`config.mk`:
```
export PLATFORM = sky130hd
export DESIGN_NAME = cache_way_flat
export DESIGN_NICKNAME = d
export VERILOG_FILES = /design/src/cache_pkg.sv /design/src/way_if.sv /design/src/cache_way.sv /design/src/cache_array.sv /design/src/flat_wrapper.sv
export SDC_FILE = /design/constraint.sdc
export NUM_CORES = 2
export LEC_CHECK = 0
export BUFFER_PORTS_ARGS = -buffer_cell sky130_fd_sc_hd__buf_2
export CORE_MARGIN = 5
export CORE_UTILIZATION = 45
export CTS_BUF_LIST = sky130_fd_sc_hd__clkbuf_8
export DETAILED_ROUTE_END_ITERATION = 6
export GPL_ROUTABILITY_DRIVEN = 0
export HOLD_SLACK_MARGIN = 0.12
export SETUP_SLACK_MARGIN = 0.02
export SYNTH_ARGS = -nofsm -noshare
export SYNTH_HDL_FRONTEND = slang
export SYNTH_MEMORY_MAX_BITS = 65536
export SYNTH_SLANG_ARGS = --single-unit
export TNS_END_PERCENT = 50
```
`constraint.sdc`:
```
create_clock -name clk -period 1.9 [get_ports clk]
set_input_delay 0.095 -clock clk [delete_from_list [all_inputs] [get_ports clk]]
set_output_delay 0.095 -clock clk [all_outputs]
set_load 0.05 [all_outputs]
```
`src/cache_pkg.sv`:
```
`default_nettype none

package cache_pkg;

    // address and data word width
    localparam int ADDR_W = 32;

    // set geometry, index from address bits 8:4
    localparam int NUM_SETS  = 32;
    localparam int INDEX_W   = 5;
    localparam int INDEX_LSB = 4;

    // word select from address bits 3:2
    localparam int WORDS_PER_LINE = 4;
    localparam int WORD_SEL_W     = 2;
    localparam int WORD_SEL_LSB   = 2;

    // tag from address bits 31:9
    localparam int TAG_W   = 23;
    localparam int TAG_LSB = 9;

    // byte offset bits inside one line
    localparam int LINE_OFFSET_W = 4;

    localparam int NUM_WAYS = 2;

    typedef logic [ADDR_W-1:0]         word_t;
    typedef logic [TAG_W-1:0]          tag_t;
    typedef word_t [WORDS_PER_LINE-1:0] line_t;
    typedef logic [INDEX_W-1:0]        index_t;
    typedef logic [WORD_SEL_W-1:0]     word_sel_t;

    // number of word lanes needed to cover an entry of the given width
    function automatic int lanes_of(input int bits);
        return (bits + ADDR_W - 1) / ADDR_W;
    endfunction

    function automatic index_t addr_index(input word_t addr);
        return addr[INDEX_LSB +: INDEX_W];
    endfunction

    function automatic tag_t addr_tag(input word_t addr);
        return addr[TAG_LSB +: TAG_W];
    endfunction

    function automatic word_sel_t addr_word(input word_t addr);
        return addr[WORD_SEL_LSB +: WORD_SEL_W];
    endfunction

endpackage

`default_nettype wire
```
`src/way_if.sv`:
```
`timescale 1ns/1ps
`default_nettype none

interface way_if
    import cache_pkg::*;
();

    // driven by the controller
    index_t    index;
    logic      rd_en;
    logic      tag_wr;
    logic      word_wr;
    word_sel_t word_sel;
    word_t     wdata;
    tag_t      wtag;

    // driven by the way
    logic      hit;
    logic      valid;
    word_t     rdata;

    modport ctrl (
        output index, rd_en, tag_wr, word_wr, word_sel, wdata, wtag,
        input  hit, valid, rdata
    );

    modport way (
        input  index, rd_en, tag_wr, word_wr, word_sel, wdata, wtag,
        output hit, valid, rdata
    );

endinterface

`default_nettype wire

```
`src/cache_way.sv`:
```
`timescale 1ns/1ps
`default_nettype none

module cache_way
    import cache_pkg::*;
(
    input logic clk,
    input logic rst,
    way_if.way  bus
);

    logic [NUM_SETS-1:0]       valid_bits;
    tag_t                      tag_rd;
    line_t                     line_rd;
    line_t                     line_wr;
    logic [WORDS_PER_LINE-1:0] lane_mask;

    // tag store, one lane wide so the mask is a single bit
    cache_array #(
        .entry_t (tag_t),
        .DEPTH   (NUM_SETS)
    ) tag_store_inst (
        .clk   (clk),
        .index (bus.index),
        .rd_en (bus.rd_en),
        .wr_en (bus.tag_wr),
        .wmask (1'b1),
        .wdata (bus.wtag),
        .rdata (tag_rd)
    );

    cache_array #(
        .entry_t (line_t),
        .DEPTH   (NUM_SETS)
    ) data_store_inst (
        .clk   (clk),
        .index (bus.index),
        .rd_en (bus.rd_en),
        .wr_en (bus.word_wr),
        .wmask (lane_mask),
        .wdata (line_wr),
        .rdata (line_rd)
    );

    // put the write word in its lane and enable only that lane
    always_comb begin
        line_wr = '0;
        line_wr[bus.word_sel] = bus.wdata;
        lane_mask = '0;
        lane_mask[bus.word_sel] = 1'b1;
    end

    // valid bit is set together with the tag
    always_ff @(posedge clk or posedge rst) begin
        if (rst) begin
            valid_bits <= '0;
        end else if (bus.tag_wr) begin
            valid_bits[bus.index] <= 1'b1;
        end
    end

    assign bus.valid = valid_bits[bus.index];

    // wtag carries the lookup tag during the compare
    assign bus.hit = bus.valid && (tag_rd == bus.wtag);

    assign bus.rdata = line_rd[bus.word_sel];

endmodule

`default_nettype wire

```
`src/cache_array.sv`:
```
`timescale 1ns/1ps
`default_nettype none

module cache_array
    import cache_pkg::*;
#(
    parameter type entry_t = word_t,
    parameter int  DEPTH   = NUM_SETS
) (
    input  logic                                 clk,
    input  index_t                               index,
    input  logic                                 rd_en,
    input  logic                                 wr_en,
    input  logic [lanes_of($bits(entry_t))-1:0]  wmask,
    input  entry_t                               wdata,
    output entry_t                               rdata
);

    entry_t                    mem [DEPTH];
    logic [$bits(entry_t)-1:0] bit_mask;

    // each bit follows the enable of its word lane
    always_comb begin
        for (int b = 0; b < $bits(entry_t); b++) begin
            bit_mask[b] = wmask[b / $bits(word_t)];
        end
    end

    // single port with lane-masked write and registered read
    always_ff @(posedge clk) begin
        if (wr_en) begin
            mem[index] <= (mem[index] & ~bit_mask) | (wdata & bit_mask);
        end
        // output holds its last value while rd_en is low
        if (rd_en) begin
            rdata <= mem[index];
        end
    end

endmodule

`default_nettype wire

```
`src/flat_wrapper.sv`:
```
// flat-port wrapper written by rule: the top's interface ports become plain ports
module cache_way_flat import cache_pkg::*;
  (clk, rst, bus_index, bus_rd_en, bus_tag_wr, bus_word_wr, bus_word_sel, bus_wdata, bus_wtag, bus_hit, bus_valid, bus_rdata);
  way_if bus_i ();
  input logic clk;
  input logic rst;
  input wire logic [$bits(bus_i.index)-1:0] bus_index;
  input wire logic [$bits(bus_i.rd_en)-1:0] bus_rd_en;
  input wire logic [$bits(bus_i.tag_wr)-1:0] bus_tag_wr;
  input wire logic [$bits(bus_i.word_wr)-1:0] bus_word_wr;
  input wire logic [$bits(bus_i.word_sel)-1:0] bus_word_sel;
  input wire logic [$bits(bus_i.wdata)-1:0] bus_wdata;
  input wire logic [$bits(bus_i.wtag)-1:0] bus_wtag;
  output wire logic [$bits(bus_i.hit)-1:0] bus_hit;
  output wire logic [$bits(bus_i.valid)-1:0] bus_valid;
  output wire logic [$bits(bus_i.rdata)-1:0] bus_rdata;
  assign bus_i.index = bus_index;
  assign bus_i.rd_en = bus_rd_en;
  assign bus_i.tag_wr = bus_tag_wr;
  assign bus_i.word_wr = bus_word_wr;
  assign bus_i.word_sel = bus_word_sel;
  assign bus_i.wdata = bus_wdata;
  assign bus_i.wtag = bus_wtag;
  assign bus_hit = bus_i.hit;
  assign bus_valid = bus_i.valid;
  assign bus_rdata = bus_i.rdata;
  cache_way u_core (.clk(clk), .rst(rst), .bus(bus_i));
endmodule
```
==> results.md <==
- Clk pin slew, worst setup/hold paths: 0.06 ns
- Pin count of the biggest net entering global routing: 56
- Site row count: 238
- Final Max Slew Viols: 0
- Vias in the first global route: 108100
- # IOs: 101
- Root Driver: clkbuf_8
- DR vias/cell: 5.959
- Final setup viols: 34
- Maximum clock frequency: 335.1 MHz
- Max-cap viol count: 0
- Finished Core Util: 55.61%
- Vias: 108500
- Syn nets: 9877
- Critical path's slowest cell: mux4_2
- Cell Chain, Critical Path: mux4_2 -> a22oi_2 -> nand4_1 -> buf_6 -> and4_4 -> buf_8
- Fin. Hold Viols: 0
- Critical Path RT: 1.80 ns
- GRT Total Usage: 26.12%
- Crit. End Element: output port
- Most frequent cells in the layout: 4983 x edfxtp_1, 2041 x mux2i_1, 1019 x o22ai_1
- Worst Reg-to-Reg Cells: 6
- Max IR drop VDD: 0.0007129 V
- Layout Nets: 12000
- Most common cell after layout, fill and taps aside: edfxtp_1
- Clk buf depth: 4
- Setup CP Type: reg -> out
- Slowest Stage Delay on Critical Path: 0.48 ns
- DR DRC count: 0
- Layout cells sized above 1: 25.78%
- Netlist Area Pre-Place: 190200 um^2
- Synth Instances: 9810
- DR WL/cell: 32.12 um
- Distinct cell type count after synthesis: 34
- Slew margin rel.: 21.87%
- Num Clock Sinks: 5015
- Core Box Area: 420800 um^2
- Power Dens Cells: 976.0 nW/um^2
- TritonCTS clock tree: done
- Sequential element share of the synthesized area: 79.10%
- First-pass GRT wire length: 812.4 mm
- Vert. Die Dim: 660.1 um
- Final worst path period need: 2.984 ns
- Port Buffers: 100
- Crit path max fanout: 2
- Initial antenna violation count: 30
- Synth Register Bits: 5015
- Worst Path Arrival: 2.89 ns
- GRT Residual Overflow: 0
- Die Width: 660.1 um
- Max Clock Skew: 0.08200 ns
- Skew-Pair Late Insertion Delay: 1.26 ns
- Mean post-synth cell area: 19.39 um^2
- Failing checks: setup timing
- Htree depth: 6
- Period utilization: 157.1%
- Pre-CTS setup slack: -1.037 ns
- Initial DRC count: 12440
- HPWL after DPL: 351.0 mm
- RSZ-0062 raised after global routing: yes
- Worst slew pin tran: 1.168 ns
- Initial Utilization: 45.20%
- First drt pass iteration count: 6
- Startpoint Class: flop
- Status: finished, violations left
- Area delta synth->final: 23.04%
- Final setup margin: -1.084 ns
- Hold WC Path Type: in -> reg
- Post-DRT Antenna Nets: 0
- CTS buffer count: 782
- Synth warn: 0
- Leak: 82.81 nW
- Number of cells on the worst hold path: 6
- Die area: 435700 um^2
- Final wirelength: 584.6 mm
- Setup TNS: -25.08 ns
==> timing repair <==
action                                 4_1_cts  5_1_grt
gates resized for setup                    108      102
pin swaps                                    9       23
endpoints found under the hold margin     9972      263
hold buffers                               155        3
setup buffers                                0        8
cloned                                       1        5
setup endpoints to repair                  531     4569
==> state kept, by name, indices dropped and copies added (netlist names) <==
name / count
u_core.tag_store_inst.rdata: 23
u_core.data_store_inst.mem: 4096
u_core.valid_bits: 32
u_core.tag_store_inst.mem: 736
u_core.data_store_inst.rdata: 128
==> kinds of logic after synthesis <==
family | synth area share (%)
DFF | 79.10
AOI/OAI and AO/OA | 4.169
muxes | 13.43
buffers and inverters | 1.320
xor gates and xnor gates | 0.1059
and+or+nand+nor | 1.872
==> Yosys cell counts (all sizes together) <==
cell type / number / area share [%]
nand3b: 7 / 0.028
mux2i: 2048 / 11
and3b: 3 / 0.014
a22oi: 96 / 0.38
nand3: 4 / 0.011
o22ai: 1024 / 3.4
xnor2: 15 / 0.069
or3: 1 / 0.0033
dfrtp: 32 / 0.42
nor2: 193 / 0.38
nand4b: 4 / 0.018
or3b: 4 / 0.018
nand4: 28 / 0.092
xor2: 8 / 0.037
and3: 1 / 0.0033
buf: 356 / 0.90
nand2: 130 / 0.26
nand2b: 2 / 0.0066
a31oi: 128 / 0.42
edfxtp: 4983 / 79
or2: 33 / 0.11
nor4: 259 / 0.85
nor3: 1 / 0.0026
or4: 1 / 0.0039
and4: 1 / 0.0046
mux4: 224 / 2.7
clkbuf: 210 / 0.41
nand4bb: 6 / 0.036
nor3b: 3 / 0.012
or4b: 4 / 0.021
inv: 1 / 0.0020
==> area by class of cell <==
type / instances / area, um^2
clock buffer: 794 / 10930
inverter: 1 / 3.754
clock inverter: 615 / 3258
tap: 5640 / 7057
sequential: 5015 / 150400
multi-input combinational: 4228 / 39210
fill: 31740 / 186800
antenna: 7 / 17.52
timing repair buffer: 1900 / 23080
==> critical path, delay by kind of cell, from the launching register on <==
kind	cells	cell delay (ns)
muxes	1	0.48
AOI/OAI and AO/OA	1	0.20
and+or+nand+nor	2	0.30
buffers and inverters	2	0.32
DFF	1	0.39
==> worst paths after layout <==
| kind | start | endpoint | slack, ns |
|---|---|---|---|
| worst min register to register | u_core.valid_bits[20] | u_core.valid_bits[20] | 0.47 |
| worst max-delay path | u_core.valid_bits[17] | bus_hit | -1.08 |
| max in group asynchronous | rst | u_core.valid_bits[16] | 0.78 |
| worst min-delay path | bus_index[1] | u_core.tag_store_inst.rdata[20] | 0.16 |
| min in group asynchronous | rst | u_core.valid_bits[0] | 0.78 |
| worst max register to register | u_core.data_store_inst.mem[22][100] | u_core.data_store_inst.mem[20][100] | 0.01 |
==> stage by stage <==
| stage | instances | cell area (um^2) | total power, mW | hold WS [ns] |
|---|---|---|---|---|
| 2_1_floorplan | 9810 | 190500 | 136.8 | 0.1939 |
| 3_3_place_gp | 16620 | 217100 | 145.7 | 0.2944 |
| 3_5_place_dp | 16620 | 217100 | 146.3 | 0.2899 |
| 4_1_cts | 18180 | 233300 | 229.6 | 0.1206 |
| 5_1_grt | 18190 | 234000 | 236.0 | 0.1173 |
| 6_report | 18200 | 234000 | 228.4 | 0.1607 |
==> where the power goes <==
part / internal (mW) / leakage, nW / switching [mW] / total, mW
combinational: 7.34 / 29.2 / 11.1 / 18.4
clock: 41.4 / 8.17 / 42.0 / 83.5
sequential: 126 / 45.5 / 0.471 / 126
==> routing by layer <==
layer	vias up	wire length (um)	share of wire (%)	global-route usage [%]
met5	-	37	0.0063	0
met2	5604	276100	47	41.89
met1	56770	237400	41	36.44
li1	44960	-	-	-
met3	1112	49860	8.5	4.580
met4	6	21090	3.6	8.719
(Power assumes the default switching activity.)
