File: src/cache_pkg.sv
`default_nettype none

package cache_pkg;

    // address and data word width
    localparam int ADDR_W = 32;

    // set geometry, index from address bits 8:4
    localparam int NUM_SETS  = 32;
    localparam int INDEX_W   = 5;
    localparam int INDEX_LSB = 4;

    // word select from address bits 3:2
    localparam int WORDS_PER_LINE = 4;
    localparam int WORD_SEL_W     = 2;
    localparam int WORD_SEL_LSB   = 2;

    // tag from address bits 31:9
    localparam int TAG_W   = 23;
    localparam int TAG_LSB = 9;

    // byte offset bits inside one line
    localparam int LINE_OFFSET_W = 4;

    localparam int NUM_WAYS = 2;

    typedef logic [ADDR_W-1:0]         word_t;
    typedef logic [TAG_W-1:0]          tag_t;
    typedef word_t [WORDS_PER_LINE-1:0] line_t;
    typedef logic [INDEX_W-1:0]        index_t;
    typedef logic [WORD_SEL_W-1:0]     word_sel_t;

    // number of word lanes needed to cover an entry of the given width
    function automatic int lanes_of(input int bits);
        return (bits + ADDR_W - 1) / ADDR_W;
    endfunction

    function automatic index_t addr_index(input word_t addr);
        return addr[INDEX_LSB +: INDEX_W];
    endfunction

    function automatic tag_t addr_tag(input word_t addr);
        return addr[TAG_LSB +: TAG_W];
    endfunction

    function automatic word_sel_t addr_word(input word_t addr);
        return addr[WORD_SEL_LSB +: WORD_SEL_W];
    endfunction

endpackage

`default_nettype wire
File: src/way_if.sv
`timescale 1ns/1ps
`default_nettype none

interface way_if
    import cache_pkg::*;
();

    // driven by the controller
    index_t    index;
    logic      rd_en;
    logic      tag_wr;
    logic      word_wr;
    word_sel_t word_sel;
    word_t     wdata;
    tag_t      wtag;

    // driven by the way
    logic      hit;
    logic      valid;
    word_t     rdata;

    modport ctrl (
        output index, rd_en, tag_wr, word_wr, word_sel, wdata, wtag,
        input  hit, valid, rdata
    );

    modport way (
        input  index, rd_en, tag_wr, word_wr, word_sel, wdata, wtag,
        output hit, valid, rdata
    );

endinterface

`default_nettype wire

File: src/cache_ctrl.sv
`timescale 1ns/1ps
`default_nettype none

module cache_ctrl
    import cache_pkg::*;
(
    input  logic              clk,
    input  logic              rst,
    input  logic              core_req,
    input  logic              core_write,
    input  word_t             core_addr,
    input  word_t             core_wdata,
    output word_t             core_rdata,
    output logic              core_ready,
    output logic              core_wait,
    input  word_t             mem_rdata,
    input  logic              mem_ready,
    output logic              mem_req,
    output word_t             mem_addr,
    way_if.ctrl               way0,
    way_if.ctrl               way1
);

    typedef enum logic [2:0] {
        ST_IDLE,
        ST_LOOKUP,
        ST_REFILL,
        ST_WRITE,
        ST_DONE
    } state_t;

    typedef logic [$clog2(NUM_WAYS)-1:0] way_sel_t;

    state_t              state;
    state_t              state_nx;
    word_t               addr_q;
    logic                write_q;
    word_t               wdata_q;
    way_sel_t            tgt_way_q;
    way_sel_t            victim;
    word_sel_t           beat_q;
    logic [NUM_SETS-1:0] lru_q;

    index_t              idx_q;
    tag_t                tag_q;
    word_sel_t           wsel_q;
    logic                hit0;
    logic                hit1;
    logic                hit;
    word_t               hit_rdata;
    logic                accept;
    logic                fill_beat;
    logic                last_beat;
    logic                word_wr;
    logic                tag_wr;
    index_t              index;
    word_sel_t           word_sel;
    word_t               wdata;

    assign accept = (state == ST_IDLE) && core_req;

    assign idx_q  = addr_index(addr_q);
    assign tag_q  = addr_tag(addr_q);
    assign wsel_q = addr_word(addr_q);

    // hit combining across the two ways
    assign hit0      = way0.hit;
    assign hit1      = way1.hit;
    assign hit       = hit0 || hit1;
    assign hit_rdata = hit1 ? way1.rdata : way0.rdata;

    assign fill_beat = (state == ST_REFILL) && mem_ready;
    assign last_beat = fill_beat && (beat_q == WORD_SEL_W'(WORDS_PER_LINE - 1));

    // invalid ways first, then the least recently used one
    always_comb begin
        if (!way0.valid) begin
            victim = way_sel_t'(0);
        end else if (!way1.valid) begin
            victim = way_sel_t'(1);
        end else begin
            victim = way_sel_t'(~lru_q[idx_q]);
        end
    end

    always_comb begin
        state_nx = state;
        case (state)
            ST_IDLE: begin
                if (core_req) begin
                    state_nx = ST_LOOKUP;
                end
            end
            ST_LOOKUP: begin
                if (write_q) begin
                    state_nx = hit ? ST_WRITE : ST_IDLE;
                end else begin
                    state_nx = hit ? ST_IDLE : ST_REFILL;
                end
            end
            ST_REFILL: begin
                if (last_beat) begin
                    state_nx = ST_DONE;
                end
            end
            ST_WRITE: begin
                state_nx = ST_IDLE;
            end
            ST_DONE: begin
                state_nx = ST_IDLE;
            end
            default: begin
                state_nx = ST_IDLE;
            end
        endcase
    end

    // core side completion and read data
    always_comb begin
        core_ready = 1'b0;
        core_rdata = '0;
        case (state)
            ST_LOOKUP: begin
                if (write_q && !hit) begin
                    core_ready = 1'b1;
                end else if (!write_q && hit) begin
                    core_ready = 1'b1;
                    core_rdata = hit_rdata;
                end
            end
            ST_REFILL: begin
                // forward the requested word as its beat arrives
                if (fill_beat && beat_q == wsel_q) begin
                    core_ready = 1'b1;
                    core_rdata = mem_rdata;
                end
            end
            ST_WRITE: begin
                core_ready = 1'b1;
            end
            default: begin
                core_ready = 1'b0;
            end
        endcase
    end

    assign core_wait = (state != ST_IDLE);

    assign mem_req  = ((state == ST_LOOKUP) && !write_q && !hit) || (state == ST_REFILL);
    assign mem_addr = mem_req ? {addr_q[ADDR_W-1:LINE_OFFSET_W], LINE_OFFSET_W'(0)} : '0;

    // array reads are registered, so idle presents the incoming index
    assign index    = (state == ST_IDLE) ? addr_index(core_addr) : idx_q;
    assign word_sel = (state == ST_REFILL) ? beat_q : wsel_q;
    assign wdata    = (state == ST_REFILL) ? mem_rdata : wdata_q;
    assign word_wr  = fill_beat || (state == ST_WRITE);
    assign tag_wr   = last_beat;

    assign way0.index    = index;
    assign way0.rd_en    = accept;
    assign way0.word_sel = word_sel;
    assign way0.wdata    = wdata;
    assign way0.wtag     = tag_q;
    assign way0.word_wr  = word_wr && (tgt_way_q == way_sel_t'(0));
    assign way0.tag_wr   = tag_wr && (tgt_way_q == way_sel_t'(0));

    assign way1.index    = index;
    assign way1.rd_en    = accept;
    assign way1.word_sel = word_sel;
    assign way1.wdata    = wdata;
    assign way1.wtag     = tag_q;
    assign way1.word_wr  = word_wr && (tgt_way_q == way_sel_t'(1));
    assign way1.tag_wr   = tag_wr && (tgt_way_q == way_sel_t'(1));

    // request capture
    always_ff @(posedge clk) begin
        if (accept) begin
            addr_q  <= core_addr;
            write_q <= core_write;
            wdata_q <= core_wdata;
        end
    end

    always_ff @(posedge clk or posedge rst) begin
        if (rst) begin
            state     <= ST_IDLE;
            tgt_way_q <= '0;
            beat_q    <= '0;
            lru_q     <= '0;
        end else begin
            state <= state_nx;
            if (state == ST_LOOKUP) begin
                beat_q <= '0;
                // hit way for a write, victim for a refill
                tgt_way_q <= hit ? way_sel_t'(hit1) : victim;
                if (hit) begin
                    lru_q[idx_q] <= hit1;
                end
            end
            if (fill_beat) begin
                beat_q <= beat_q + 1'b1;
            end
            if (last_beat) begin
                lru_q[idx_q] <= tgt_way_q;
            end
        end
    end

endmodule

`default_nettype wire

File: src/flat_wrapper.sv
// flat-port wrapper written by rule: the top's interface ports become plain ports
module cache_ctrl_flat import cache_pkg::*;
  (clk, rst, core_req, core_write, core_addr, core_wdata, core_rdata, core_ready, core_wait, mem_rdata, mem_ready, mem_req, mem_addr, way0_index, way0_rd_en, way0_tag_wr, way0_word_wr, way0_word_sel, way0_wdata, way0_wtag, way0_hit, way0_valid, way0_rdata, way1_index, way1_rd_en, way1_tag_wr, way1_word_wr, way1_word_sel, way1_wdata, way1_wtag, way1_hit, way1_valid, way1_rdata);
  way_if way0_i ();
  way_if way1_i ();
  input  logic clk;
  input  logic rst;
  input  logic core_req;
  input  logic core_write;
  input  word_t core_addr;
  input  word_t core_wdata;
  output word_t core_rdata;
  output logic core_ready;
  output logic core_wait;
  input  word_t mem_rdata;
  input  logic mem_ready;
  output logic mem_req;
  output word_t mem_addr;
  output wire logic [$bits(way0_i.index)-1:0] way0_index;
  output wire logic [$bits(way0_i.rd_en)-1:0] way0_rd_en;
  output wire logic [$bits(way0_i.tag_wr)-1:0] way0_tag_wr;
  output wire logic [$bits(way0_i.word_wr)-1:0] way0_word_wr;
  output wire logic [$bits(way0_i.word_sel)-1:0] way0_word_sel;
  output wire logic [$bits(way0_i.wdata)-1:0] way0_wdata;
  output wire logic [$bits(way0_i.wtag)-1:0] way0_wtag;
  input wire logic [$bits(way0_i.hit)-1:0] way0_hit;
  input wire logic [$bits(way0_i.valid)-1:0] way0_valid;
  input wire logic [$bits(way0_i.rdata)-1:0] way0_rdata;
  output wire logic [$bits(way1_i.index)-1:0] way1_index;
  output wire logic [$bits(way1_i.rd_en)-1:0] way1_rd_en;
  output wire logic [$bits(way1_i.tag_wr)-1:0] way1_tag_wr;
  output wire logic [$bits(way1_i.word_wr)-1:0] way1_word_wr;
  output wire logic [$bits(way1_i.word_sel)-1:0] way1_word_sel;
  output wire logic [$bits(way1_i.wdata)-1:0] way1_wdata;
  output wire logic [$bits(way1_i.wtag)-1:0] way1_wtag;
  input wire logic [$bits(way1_i.hit)-1:0] way1_hit;
  input wire logic [$bits(way1_i.valid)-1:0] way1_valid;
  input wire logic [$bits(way1_i.rdata)-1:0] way1_rdata;
  assign way0_index = way0_i.index;
  assign way0_rd_en = way0_i.rd_en;
  assign way0_tag_wr = way0_i.tag_wr;
  assign way0_word_wr = way0_i.word_wr;
  assign way0_word_sel = way0_i.word_sel;
  assign way0_wdata = way0_i.wdata;
  assign way0_wtag = way0_i.wtag;
  assign way0_i.hit = way0_hit;
  assign way0_i.valid = way0_valid;
  assign way0_i.rdata = way0_rdata;
  assign way1_index = way1_i.index;
  assign way1_rd_en = way1_i.rd_en;
  assign way1_tag_wr = way1_i.tag_wr;
  assign way1_word_wr = way1_i.word_wr;
  assign way1_word_sel = way1_i.word_sel;
  assign way1_wdata = way1_i.wdata;
  assign way1_wtag = way1_i.wtag;
  assign way1_i.hit = way1_hit;
  assign way1_i.valid = way1_valid;
  assign way1_i.rdata = way1_rdata;
  cache_ctrl u_core (.clk(clk), .rst(rst), .core_req(core_req), .core_write(core_write), .core_addr(core_addr), .core_wdata(core_wdata), .core_rdata(core_rdata), .core_ready(core_ready), .core_wait(core_wait), .mem_rdata(mem_rdata), .mem_ready(mem_ready), .mem_req(mem_req), .mem_addr(mem_addr), .way0(way0_i), .way1(way1_i));
endmodule
File: config.mk
export PLATFORM = sky130hd
export DESIGN_NAME = cache_ctrl_flat
export DESIGN_NICKNAME = d
export VERILOG_FILES = /design/src/cache_pkg.sv /design/src/way_if.sv /design/src/cache_ctrl.sv /design/src/flat_wrapper.sv
export SDC_FILE = /design/constraint.sdc
export NUM_CORES = 1
export LEC_CHECK = 0
export BUFFER_PORTS_ARGS = -buffer_cell sky130_fd_sc_hd__buf_2
export CAP_MARGIN = 0
export CORE_AREA = 2 2 142 144
export DETAILED_ROUTE_END_ITERATION = 7
export DIE_AREA = 0 0 144 146
export GPL_ROUTABILITY_DRIVEN = 0
export PLACE_DENSITY = 0.65
export SETUP_SLACK_MARGIN = 0.3
export SYNTH_ARGS = -nofsm -noshare
export SYNTH_HDL_FRONTEND = slang
export SYNTH_SLANG_ARGS = --single-unit
File: constraint.sdc
create_clock -name clk -period 6 [get_ports clk]
set_input_delay 0.9 -clock clk [delete_from_list [all_inputs] [get_ports clk]]
set_output_delay 0.9 -clock clk [all_outputs]
set_load 0.005 [all_outputs]
==> flow_summary.json, run 1 <==
{
  "drt-wirelength-per-cell_um": 17.68,
  "synth-seq-area-share_pct": 48.02,
  "core_area_sq_um": 19330,
  "tightest_slew_ns": 1.212,
  "worst_slack_ns": 2.095,
  "postCtsSetupBuffers": 0,
  "setup_viol": 0,
  "placed_area_sq_um": 7313,
  "powerDensity_nw_per_um2": 379.7,
  "cts.sinks": 101,
  "gr-total-overflow": 0,
  "antenna_found_initial": 4,
  "drtPass1Iterations": 4,
  "post-route-min-period_ns": 3.905,
  "slew-limit-headroom_pct": 18.93,
  "slew_viol_final": 0,
  "fin_total_pwr_mw": 2.885,
  "rsz0062_at_grt": "no",
  "worst-endpoint-arrival_ns": 3.00,
  "postSynthAreaPerCell_sq_um": 9.625,
  "drive_above_1_share_pct": 46.13,
  "cts_tree": "done",
  "path_clk_slew_ns": 0.07,
  "netlist_top_cells_count": "144 x nand2_1, 90 x buf_4, 63 x edfxtp_1",
  "final_cells": 1145,
  "clkLatencyLatePin_ns": 0.35,
  "timing.rr.end": "u_core.addr_q[24]",
  "synth_edf_count": 63,
  "design_area_sq_um": 7599,
  "cp-startpoint": "way0_hit",
  "track_usage_pct": 18.32,
  "postLayoutCoreUtil_pct": 39.30,
  "synth-seq-cells": 101,
  "p_leak_nw": 3.801,
  "io_pins": 366,
  "synth_top_area_cell": "edfxtp_1",
  "crit_path_start_kind": "primary input",
  "fin_skew_ns": 0.01318,
  "root_buffer": "clkbuf_16",
  "post_drt_via_cell_ratio": 4.583,
  "synthArstFlopShare_pct": 37.62,
  "pre_cts_slack_ns": 2.134,
  "holdCritPathClass": "reg -> reg",
  "wl_um": 20240,
  "holdWs_ns": 0.5069,
  "die_w_um": 144,
  "post-dp-hpwl_um": 15780,
  "tns_ns": 0,
  "dp_cells": 1127,
  "required_ns": 5.10,
  "synth_cells": 615,
  "ys.warnings.count": 0,
  "synth_area_leaders": "edfxtp_1 32%, dfrtp_1 16%, buf_4 11%, nand2_1 9.1%, mux2i_1 7.1%",
  "reg2reg_slack_ns": 3.18,
  "status": "finished, final reports clean",
  "grt_max_degree": 39,
  "syn_area_sq_um": 5919,
  "drc_errors": 0,
  "die_area_sq_um": 21020,
  "fin_nets": 1046,
  "yosysTopAreaCellShare_pct": 31.96,
  "cp_max_fo": 32,
  "crit_type": "in -> out",
  "finalCritPeriodShare_pct": 65.08,
  "synth.distinct_cells": 42,
  "area_growth_pct": 28.37,
  "initial_core_util_pct": 30.62,
  "cts_resized": 0,
  "port_buffers": 359,
  "reg2reg_depth": 3,
  "r2r_start": "u_core.state[0]",
  "die_h_um": 146,
  "clockBufferDepth": 2,
  "vias": 5248,
  "critical_path.endpoint": "core_rdata[14]",
  "cap_violations": 0,
  "grt_pass1_vias": 4853,
  "finalHoldViolCount": 0,
  "synth_flop_cell": "edfxtp_1",
  "cts_hold_buf": 0,
  "ant_nets": 0,
  "max_clock_freq_mhz": 256.1,
  "vdd_ir_drop_max_v": 0.0001986,
  "drtIter0Drc": 243,
  "htree_levels": 3,
  "numCtsBuffers": 9,
  "yosysMostFrequentCell": "nand2_1",
  "critPathCaptureType": "output port",
  "rows": 51,
  "grt_pass1_wl_um": 28740
}
==> where the power goes <==
part,internal (mW),switching [mW]
clock,0.291,0.279
sequential,0.966,0.132
combinational,0.529,0.689
==> cell type report <==
type | count | area (sq um)
fill | 1949 | 11740
sequential | 101 | 2843
multi-input combinational | 387 | 2260
timing repair buffer | 366 | 1849
tap | 265 | 331.6
clock buffer | 10 | 229.0
clock inverter | 6 | 51.30
inverter | 8 | 30.03
antenna | 2 | 5.005
==> cells in the final DEF, fill, tap and decap left out, drive strengths merged, types with 5 or more instances in the layout <==
| cell | netlist | final |
|---|---|---|
| edfxtp | 63 | 63 |
| nand2 | 147 | 147 |
| nand3 | 6 | 6 |
| o22ai | 5 | 5 |
| clkbuf | 22 | 10 |
| nor3 | 7 | 7 |
| buf | 100 | 366 |
| dfrtp | 38 | 38 |
| nor2b | 30 | 30 |
| mux2i | 42 | 42 |
| inv | 8 | 12 |
| mux2 | 5 | 5 |
| o21ai | 99 | 99 |
| nor2 | 8 | 8 |
==> how the worst min path moves through the flow <==
stage | cells past startpoint | end | slack [ns] | startpoint
2_1_floorplan | 2 | u_core.lru_q[31] | 0.46 | u_core.lru_q[31]
3_3_place_gp | 2 | u_core.lru_q[23] | 0.48 | u_core.lru_q[23]
3_5_place_dp | 2 | u_core.lru_q[21] | 0.49 | u_core.lru_q[21]
4_1_cts | 2 | u_core.lru_q[21] | 0.50 | u_core.lru_q[21]
5_1_grt | 2 | u_core.lru_q[14] | 0.54 | u_core.lru_q[14]
6_report | 2 | u_core.lru_q[14] | 0.51 | u_core.lru_q[14]
==> routing by layer <==
metal  wire length [um]  vias to the layer above  track usage [%]
met5                  7                        -                0
met4                512                        2            6.422
met3               1626                       22            4.047
met2               9687                      260            30.00
met1               8409                     2433            23.80
li1                   -                     2531                -
==> worst max-delay path, stage by stage <==
cell      delay [ns]
buf_2           0.10
or2_2           0.13
inv_1           0.06
ha_1            0.19
nand3b_1        0.89
o21ai_0         0.52
buf_2           0.19
==> state kept, by name (all words and copies together) (netlist names) <==
register          flops
u_core.lru_q         32
u_core.wdata_q       32
u_core.write_q        1
u_core.tgt_way_q      1
u_core.addr_q        30
u_core.beat_q         2
u_core.state          3
==> cell families after synthesis <==
| family | after synthesis | synth area share, % |
|---|---|---|
| and+or+nand+nor | 215 | 16.80 |
| buffers and inverters | 130 | 14.31 |
| AOI/OAI and AO/OA | 111 | 10.08 |
| DFF | 101 | 48.02 |
| muxes | 51 | 9.575 |
| adders and majority gates | 4 | 0.8455 |
| xor gates and xnor gates | 2 | 0.2960 |
| other | 1 | 0.06335 |
Note: power is estimated with default switching activity, not from simulation.
==> run 2, diff against run 1 <==
==> constraint.sdc (replaced) <==
create_clock -name clk -period 3.8 [get_ports clk]
set_input_delay 0.57 -clock clk [delete_from_list [all_inputs] [get_ports clk]]
set_output_delay 0.57 -clock clk [all_outputs]
set_load 0.005 [all_outputs]
==> flow_summary.json, run 2 (same netlist as run 1, synthesis figures left out) <==
{
  "vias": 5170,
  "ant_nets": 0,
  "setup_viol": 0,
  "critPathCaptureType": "output port",
  "numCtsBuffers": 9,
  "path_buf_inv": 2,
  "cts.sinks": 101,
  "finalCritPeriodShare_pct": 73.25,
  "post-route-min-period_ns": 2.783,
  "finalHoldViolCount": 0,
  "fin_skew_ns": 0.01471,
  "cp_cell_sequence": "nor3b_1 -> nand3b_1 -> buf_4 -> o21ai_0 -> buf_2",
  "gr-total-overflow": 0,
  "crit_path_start_kind": "flop",
  "die_area_sq_um": 21020,
  "grt_max_degree": 45,
  "initial_core_util_pct": 30.62,
  "slew_viol_final": 0,
  "cap_violations": 0,
  "drtIter0Drc": 195,
  "clkLatencyLatePin_ns": 0.36,
  "die_w_um": 144,
  "area_growth_pct": 29.32,
  "post_drt_via_cell_ratio": 4.503,
  "powerDensity_nw_per_um2": 603.6,
  "reg_top3": "u_core.lru_q x32, u_core.wdata_q x32, u_core.addr_q x30",
  "crit_path_top_delay_cell": "dfrtp_1",
  "drive_above_1_share_pct": 46.42,
  "slew-limit-headroom_pct": 55.72,
  "seq_area_sq_um": 2843,
  "vdd_ir_drop_max_v": 0.0003228,
  "wl_um": 18990,
  "final_common_cell": "buf_2",
  "fin_nets": 1049,
  "slowest_delay_ns": 0.48,
  "holdCritPathClass": "in -> async",
  "clockBufferDepth": 2,
  "antenna_found_initial": 3,
  "htree_levels": 3,
  "drtPass1Iterations": 4,
  "drc_errors": 0,
  "multi_input_area_sq_um": 2260,
  "path_clk_slew_ns": 0.08,
  "grt_pass1_wl_um": 27040,
  "postCtsSetupBuffers": 0,
  "cp_max_fo": 32,
  "grt_pass1_vias": 4759,
  "required_ns": 3.23,
  "cts_tree": "done",
  "core_area_sq_um": 19330,
  "drt-wirelength-per-cell_um": 16.54,
  "worst-endpoint-arrival_ns": 2.21,
  "tightest_slew_ns": 0.6642,
  "crit_type": "reg -> out",
  "max_clock_freq_mhz": 359.3,
  "fill_cells": 1989,
  "dp_cells": 1130,
  "status": "finished, final reports clean",
  "most-common-layout-cells": "359 x buf_2, 144 x nand2_1, 63 x edfxtp_1, 54 x o21ai_1, 45 x o21ai_0",
  "cts_resized": 0,
  "rows": 51,
  "die_h_um": 146,
  "post-dp-hpwl_um": 14600,
  "cp_top_family": "simple AND/OR/NAND/NOR gates",
  "root_buffer": "clkbuf_16",
  "track_usage_pct": 17.14,
  "io_pins": 366,
  "rsz0062_at_grt": "no",
  "p_leak_nw": 3.830,
  "cts_hold_buf": 0,
  "port_buffers": 359,
  "tns_ns": 0,
  "final_cells": 1148
}
-- run 2: cell types whose count changed in the layout (fill, tap and decap cells not counted) --
cell / delta
buf_4: +3
bufinv_16: +1
clkbuf_1: -1
clkbuf_8: +1
inv_4: -1
-- run 2: final timing paths --
path	start	end	slack, ns	depth (start not counted)
worst max-delay path	u_core.state[0]	core_rdata[13]	1.02	5
worst min-delay path	rst	u_core.beat_q[1]	0.30	3
worst max register to register	u_core.state[0]	u_core.lru_q[27]	1.52	6
worst min register to register	u_core.lru_q[13]	u_core.lru_q[13]	0.51	2
max in group asynchronous	rst	u_core.lru_q[19]	3.15	3
min in group clk	core_addr[2]	u_core.addr_q[2]	0.38	1
-- run 2: routing by layer --
metal | vias to the layer above | global-route usage (%) | part of all wire [%]
met2 | 232 | 28.86 | 49
met4 | 0 | 6.324 | 2.3
met3 | 17 | 2.797 | 7.2
met1 | 2380 | 22.06 | 41
li1 | 2541 | - | -
met5 | - | 0 | 0
-- run 2: stage by stage --
stage	hold WS (ns)	setup WS (ns)	cell area, sq um	utilization, %	power (mW)
after floorplan	0.4587	0.9762	5932	-	3.047
after CTS	0.3102	1.016	7650	39.57	4.688
after detailed placement	0.4918	1.168	7336	37.94	3.674
after global placement	0.4797	1.222	7336	37.94	3.643
final	0.2969	1.017	7655	39.59	4.621
after global routing	0.3545	0.8461	7650	39.57	4.957
-- run 2: power by group --
group	total, mW	internal, mW	leakage, nW	switching, mW
logic	1.91	0.844	2.58	1.07
clock network	0.988	0.542	0.157	0.445
registers	1.72	1.53	1.09	0.194
-- run 2: layout make-up --
class / instances / share of cell area [%]
clock inverter: 6 / 0.9807
sequential: 101 / 37.14
clock buffer: 10 / 3.122
multi-input combinational: 387 / 29.52
tap: 265 / 4.331
inverter: 8 / 0.3923
antenna: 2 / 0.06538
timing repair buffer: 369 / 24.45
-- run 2: worst reg2reg max path: stages, from the launching register on --
cell	delay [ns]
dfrtp_1	0.46
or3b_1	0.39
buf_4	0.26
nor3_1	0.32
a21o_1	0.18
nand3_1	0.32
o21ai_1	0.25
==> run 3, diff against run 2 <==
--- a/config.mk
+++ b/config.mk
@@ -7,11 +7,11 @@
 export LEC_CHECK = 0
 export BUFFER_PORTS_ARGS = -buffer_cell sky130_fd_sc_hd__buf_2
 export CAP_MARGIN = 0
-export CORE_AREA = 2 2 142 144
+export CORE_AREA = 2 2 140 142
 export DETAILED_ROUTE_END_ITERATION = 7
-export DIE_AREA = 0 0 144 146
+export DIE_AREA = 0 0 142 144
 export GPL_ROUTABILITY_DRIVEN = 0
-export PLACE_DENSITY = 0.65
+export PLACE_DENSITY = 0.69
 export SETUP_SLACK_MARGIN = 0.3
 export SYNTH_ARGS = -nofsm -noshare
 export SYNTH_HDL_FRONTEND = slang
==> constraint.sdc (replaced) <==
create_clock -name clk -period 2.35 [get_ports clk]
set_input_delay 0.3525 -clock clk [delete_from_list [all_inputs] [get_ports clk]]
set_output_delay 0.3525 -clock clk [all_outputs]
set_load 0.005 [all_outputs]
==> flow_summary.json, run 3 (same netlist as run 1, synthesis figures left out) <==
{
  "status": "finished, final reports clean",
  "area_growth_pct": 56.29,
  "design_area_sq_um": 9251,
  "port_buffers": 359,
  "reg2reg_depth": 8,
  "grt_pass1_wl_um": 27750,
  "antenna_found_initial": 3,
  "rsz0062_at_grt": "yes",
  "crit_type": "reg -> out",
  "pwr-share-seq_pct": 30.5,
  "ant_nets": 0,
  "p_leak_nw": 4.443,
  "vdd_ir_drop_max_v": 0.0004894,
  "dp_cells": 1110,
  "vias": 5574,
  "fin_skew_ns": 0.01155,
  "post-dp-hpwl_um": 14830,
  "initial_core_util_pct": 31.02,
  "p_int_mw": 5.859,
  "multi_input_area_sq_um": 2989,
  "p_sw_share_pct": 37.52,
  "cts_hold_buf": 0,
  "max_clock_freq_mhz": 439.9,
  "cp_max_fo": 15,
  "cts_tree": "done",
  "drive_above_1_share_pct": 62.91,
  "holdCritPathClass": "in -> async",
  "die_area_sq_um": 20450,
  "core_area_sq_um": 19080,
  "pwr-share-clk_pct": 16.1,
  "numCtsBuffers": 9,
  "io_pins": 366,
  "crit_path_start_kind": "flop",
  "final_cells": 1163,
  "critPathCaptureType": "output port",
  "tightest_slew_ns": 0.6517,
  "die_w_um": 142,
  "grt_max_degree": 39,
  "path_clk_slew_ns": 0.08,
  "rows": 51,
  "wl_um": 21890,
  "track_usage_pct": 18.28,
  "final_common_cell": "buf_2",
  "required_ns": 2.00,
  "drc_errors": 0,
  "slew_viol_final": 0,
  "grt_pass1_vias": 4916,
  "most-common-layout-cells": "311 x buf_2, 69 x o21ai_1, 63 x edfxtp_1, 60 x nand2_1, 57 x buf_6",
  "drt-wirelength-per-cell_um": 18.82,
  "tns_ns": 0,
  "post_drt_via_cell_ratio": 4.793,
  "p_comb_share_pct": 53.4,
  "fin_nets": 1090,
  "cts.sinks": 101,
  "reg_top3": "u_core.lru_q x32, u_core.wdata_q x32, u_core.addr_q x30",
  "worst_slack_ns": 0.07684,
  "placed_area_sq_um": 7416,
  "worst-endpoint-arrival_ns": 1.92,
  "powerDensity_nw_per_um2": 1014,
  "fin_total_pwr_mw": 9.378,
  "fill_cells": 1735,
  "finalCritPeriodShare_pct": 96.73,
  "drtIter0Drc": 191,
  "post-route-min-period_ns": 2.273,
  "holdWs_ns": 0.1111,
  "p_sw_mw": 3.518,
  "clkLatencyLatePin_ns": 0.35,
  "die_h_um": 144,
  "cap_violations": 0,
  "pre_cts_slack_ns": 0.2258,
  "slew-limit-headroom_pct": 56.56,
  "root_buffer": "clkbuf_16",
  "postLayoutCoreUtil_pct": 48.49,
  "drtPass1Iterations": 4,
  "finalHoldViolCount": 0,
  "seq_area_sq_um": 2846,
  "gr-total-overflow": 0,
  "htree_levels": 3,
  "clockBufferDepth": 2,
  "setup_viol": 0
}
## run 3: cell type report
type	instances	area share [%]
timing repair buffer	410	30.09
sequential	101	30.77
inverter	8	0.3246
clock inverter	7	0.7709
multi-input combinational	387	32.31
clock buffer	9	2.434
antenna	3	0.08115
tap	238	3.219
## run 3: power groups by stage
| stage | clock network [mW] | logic, mW | registers (mW) |
|---|---|---|---|
| after global placement | 0 | 3.19 | 2.78 |
| final | 1.51 | 5.01 | 2.86 |
| after global routing | 1.63 | 5.42 | 2.92 |
| after detailed placement | 0 | 3.23 | 2.79 |
| after CTS | 1.56 | 3.67 | 2.76 |
| after floorplan | 0 | 2.26 | 2.68 |
## run 3: timing repair
action | CTS | global route
pin swaps | 7 | 85
buffers inserted | 11 | 13
gates resized for setup | 35 | 271
cloned | 4 | 6
endpoints found under the setup margin | 172 | 176
## run 3: worst max-delay path, stage by stage (launching register included)
cell and delay (ns):
dfrtp_2 0.44, nor3b_4 0.17, buf_4 0.15, buf_12 0.12, a31oi_4 0.26, buf_12 0.22
nor2b_1 0.07, buf_2 0.12
## run 3: worst paths after layout
| path | start | to | slack, ns |
|---|---|---|---|
| max | u_core.state[1] | mem_addr[25] | 0.08 |
| min | rst | u_core.lru_q[1] | 0.11 |
| min in group clk | core_wdata[27] | u_core.wdata_q[27] | 0.17 |
| max in group asynchronous | rst | u_core.state[1] | 1.85 |
| max reg2reg | u_core.state[1] | u_core.lru_q[3] | 0.17 |
| min reg2reg | u_core.lru_q[16] | u_core.lru_q[16] | 0.50 |
## run 3: routing by layer
metal	GRT usage, %	share of wire [%]	vias to the layer above
met1	21.81	39	2667
li1	-	-	2628
met5	0	0	-
met4	4.684	1.5	0
met3	4.305	5.9	29
met2	33.18	53	250
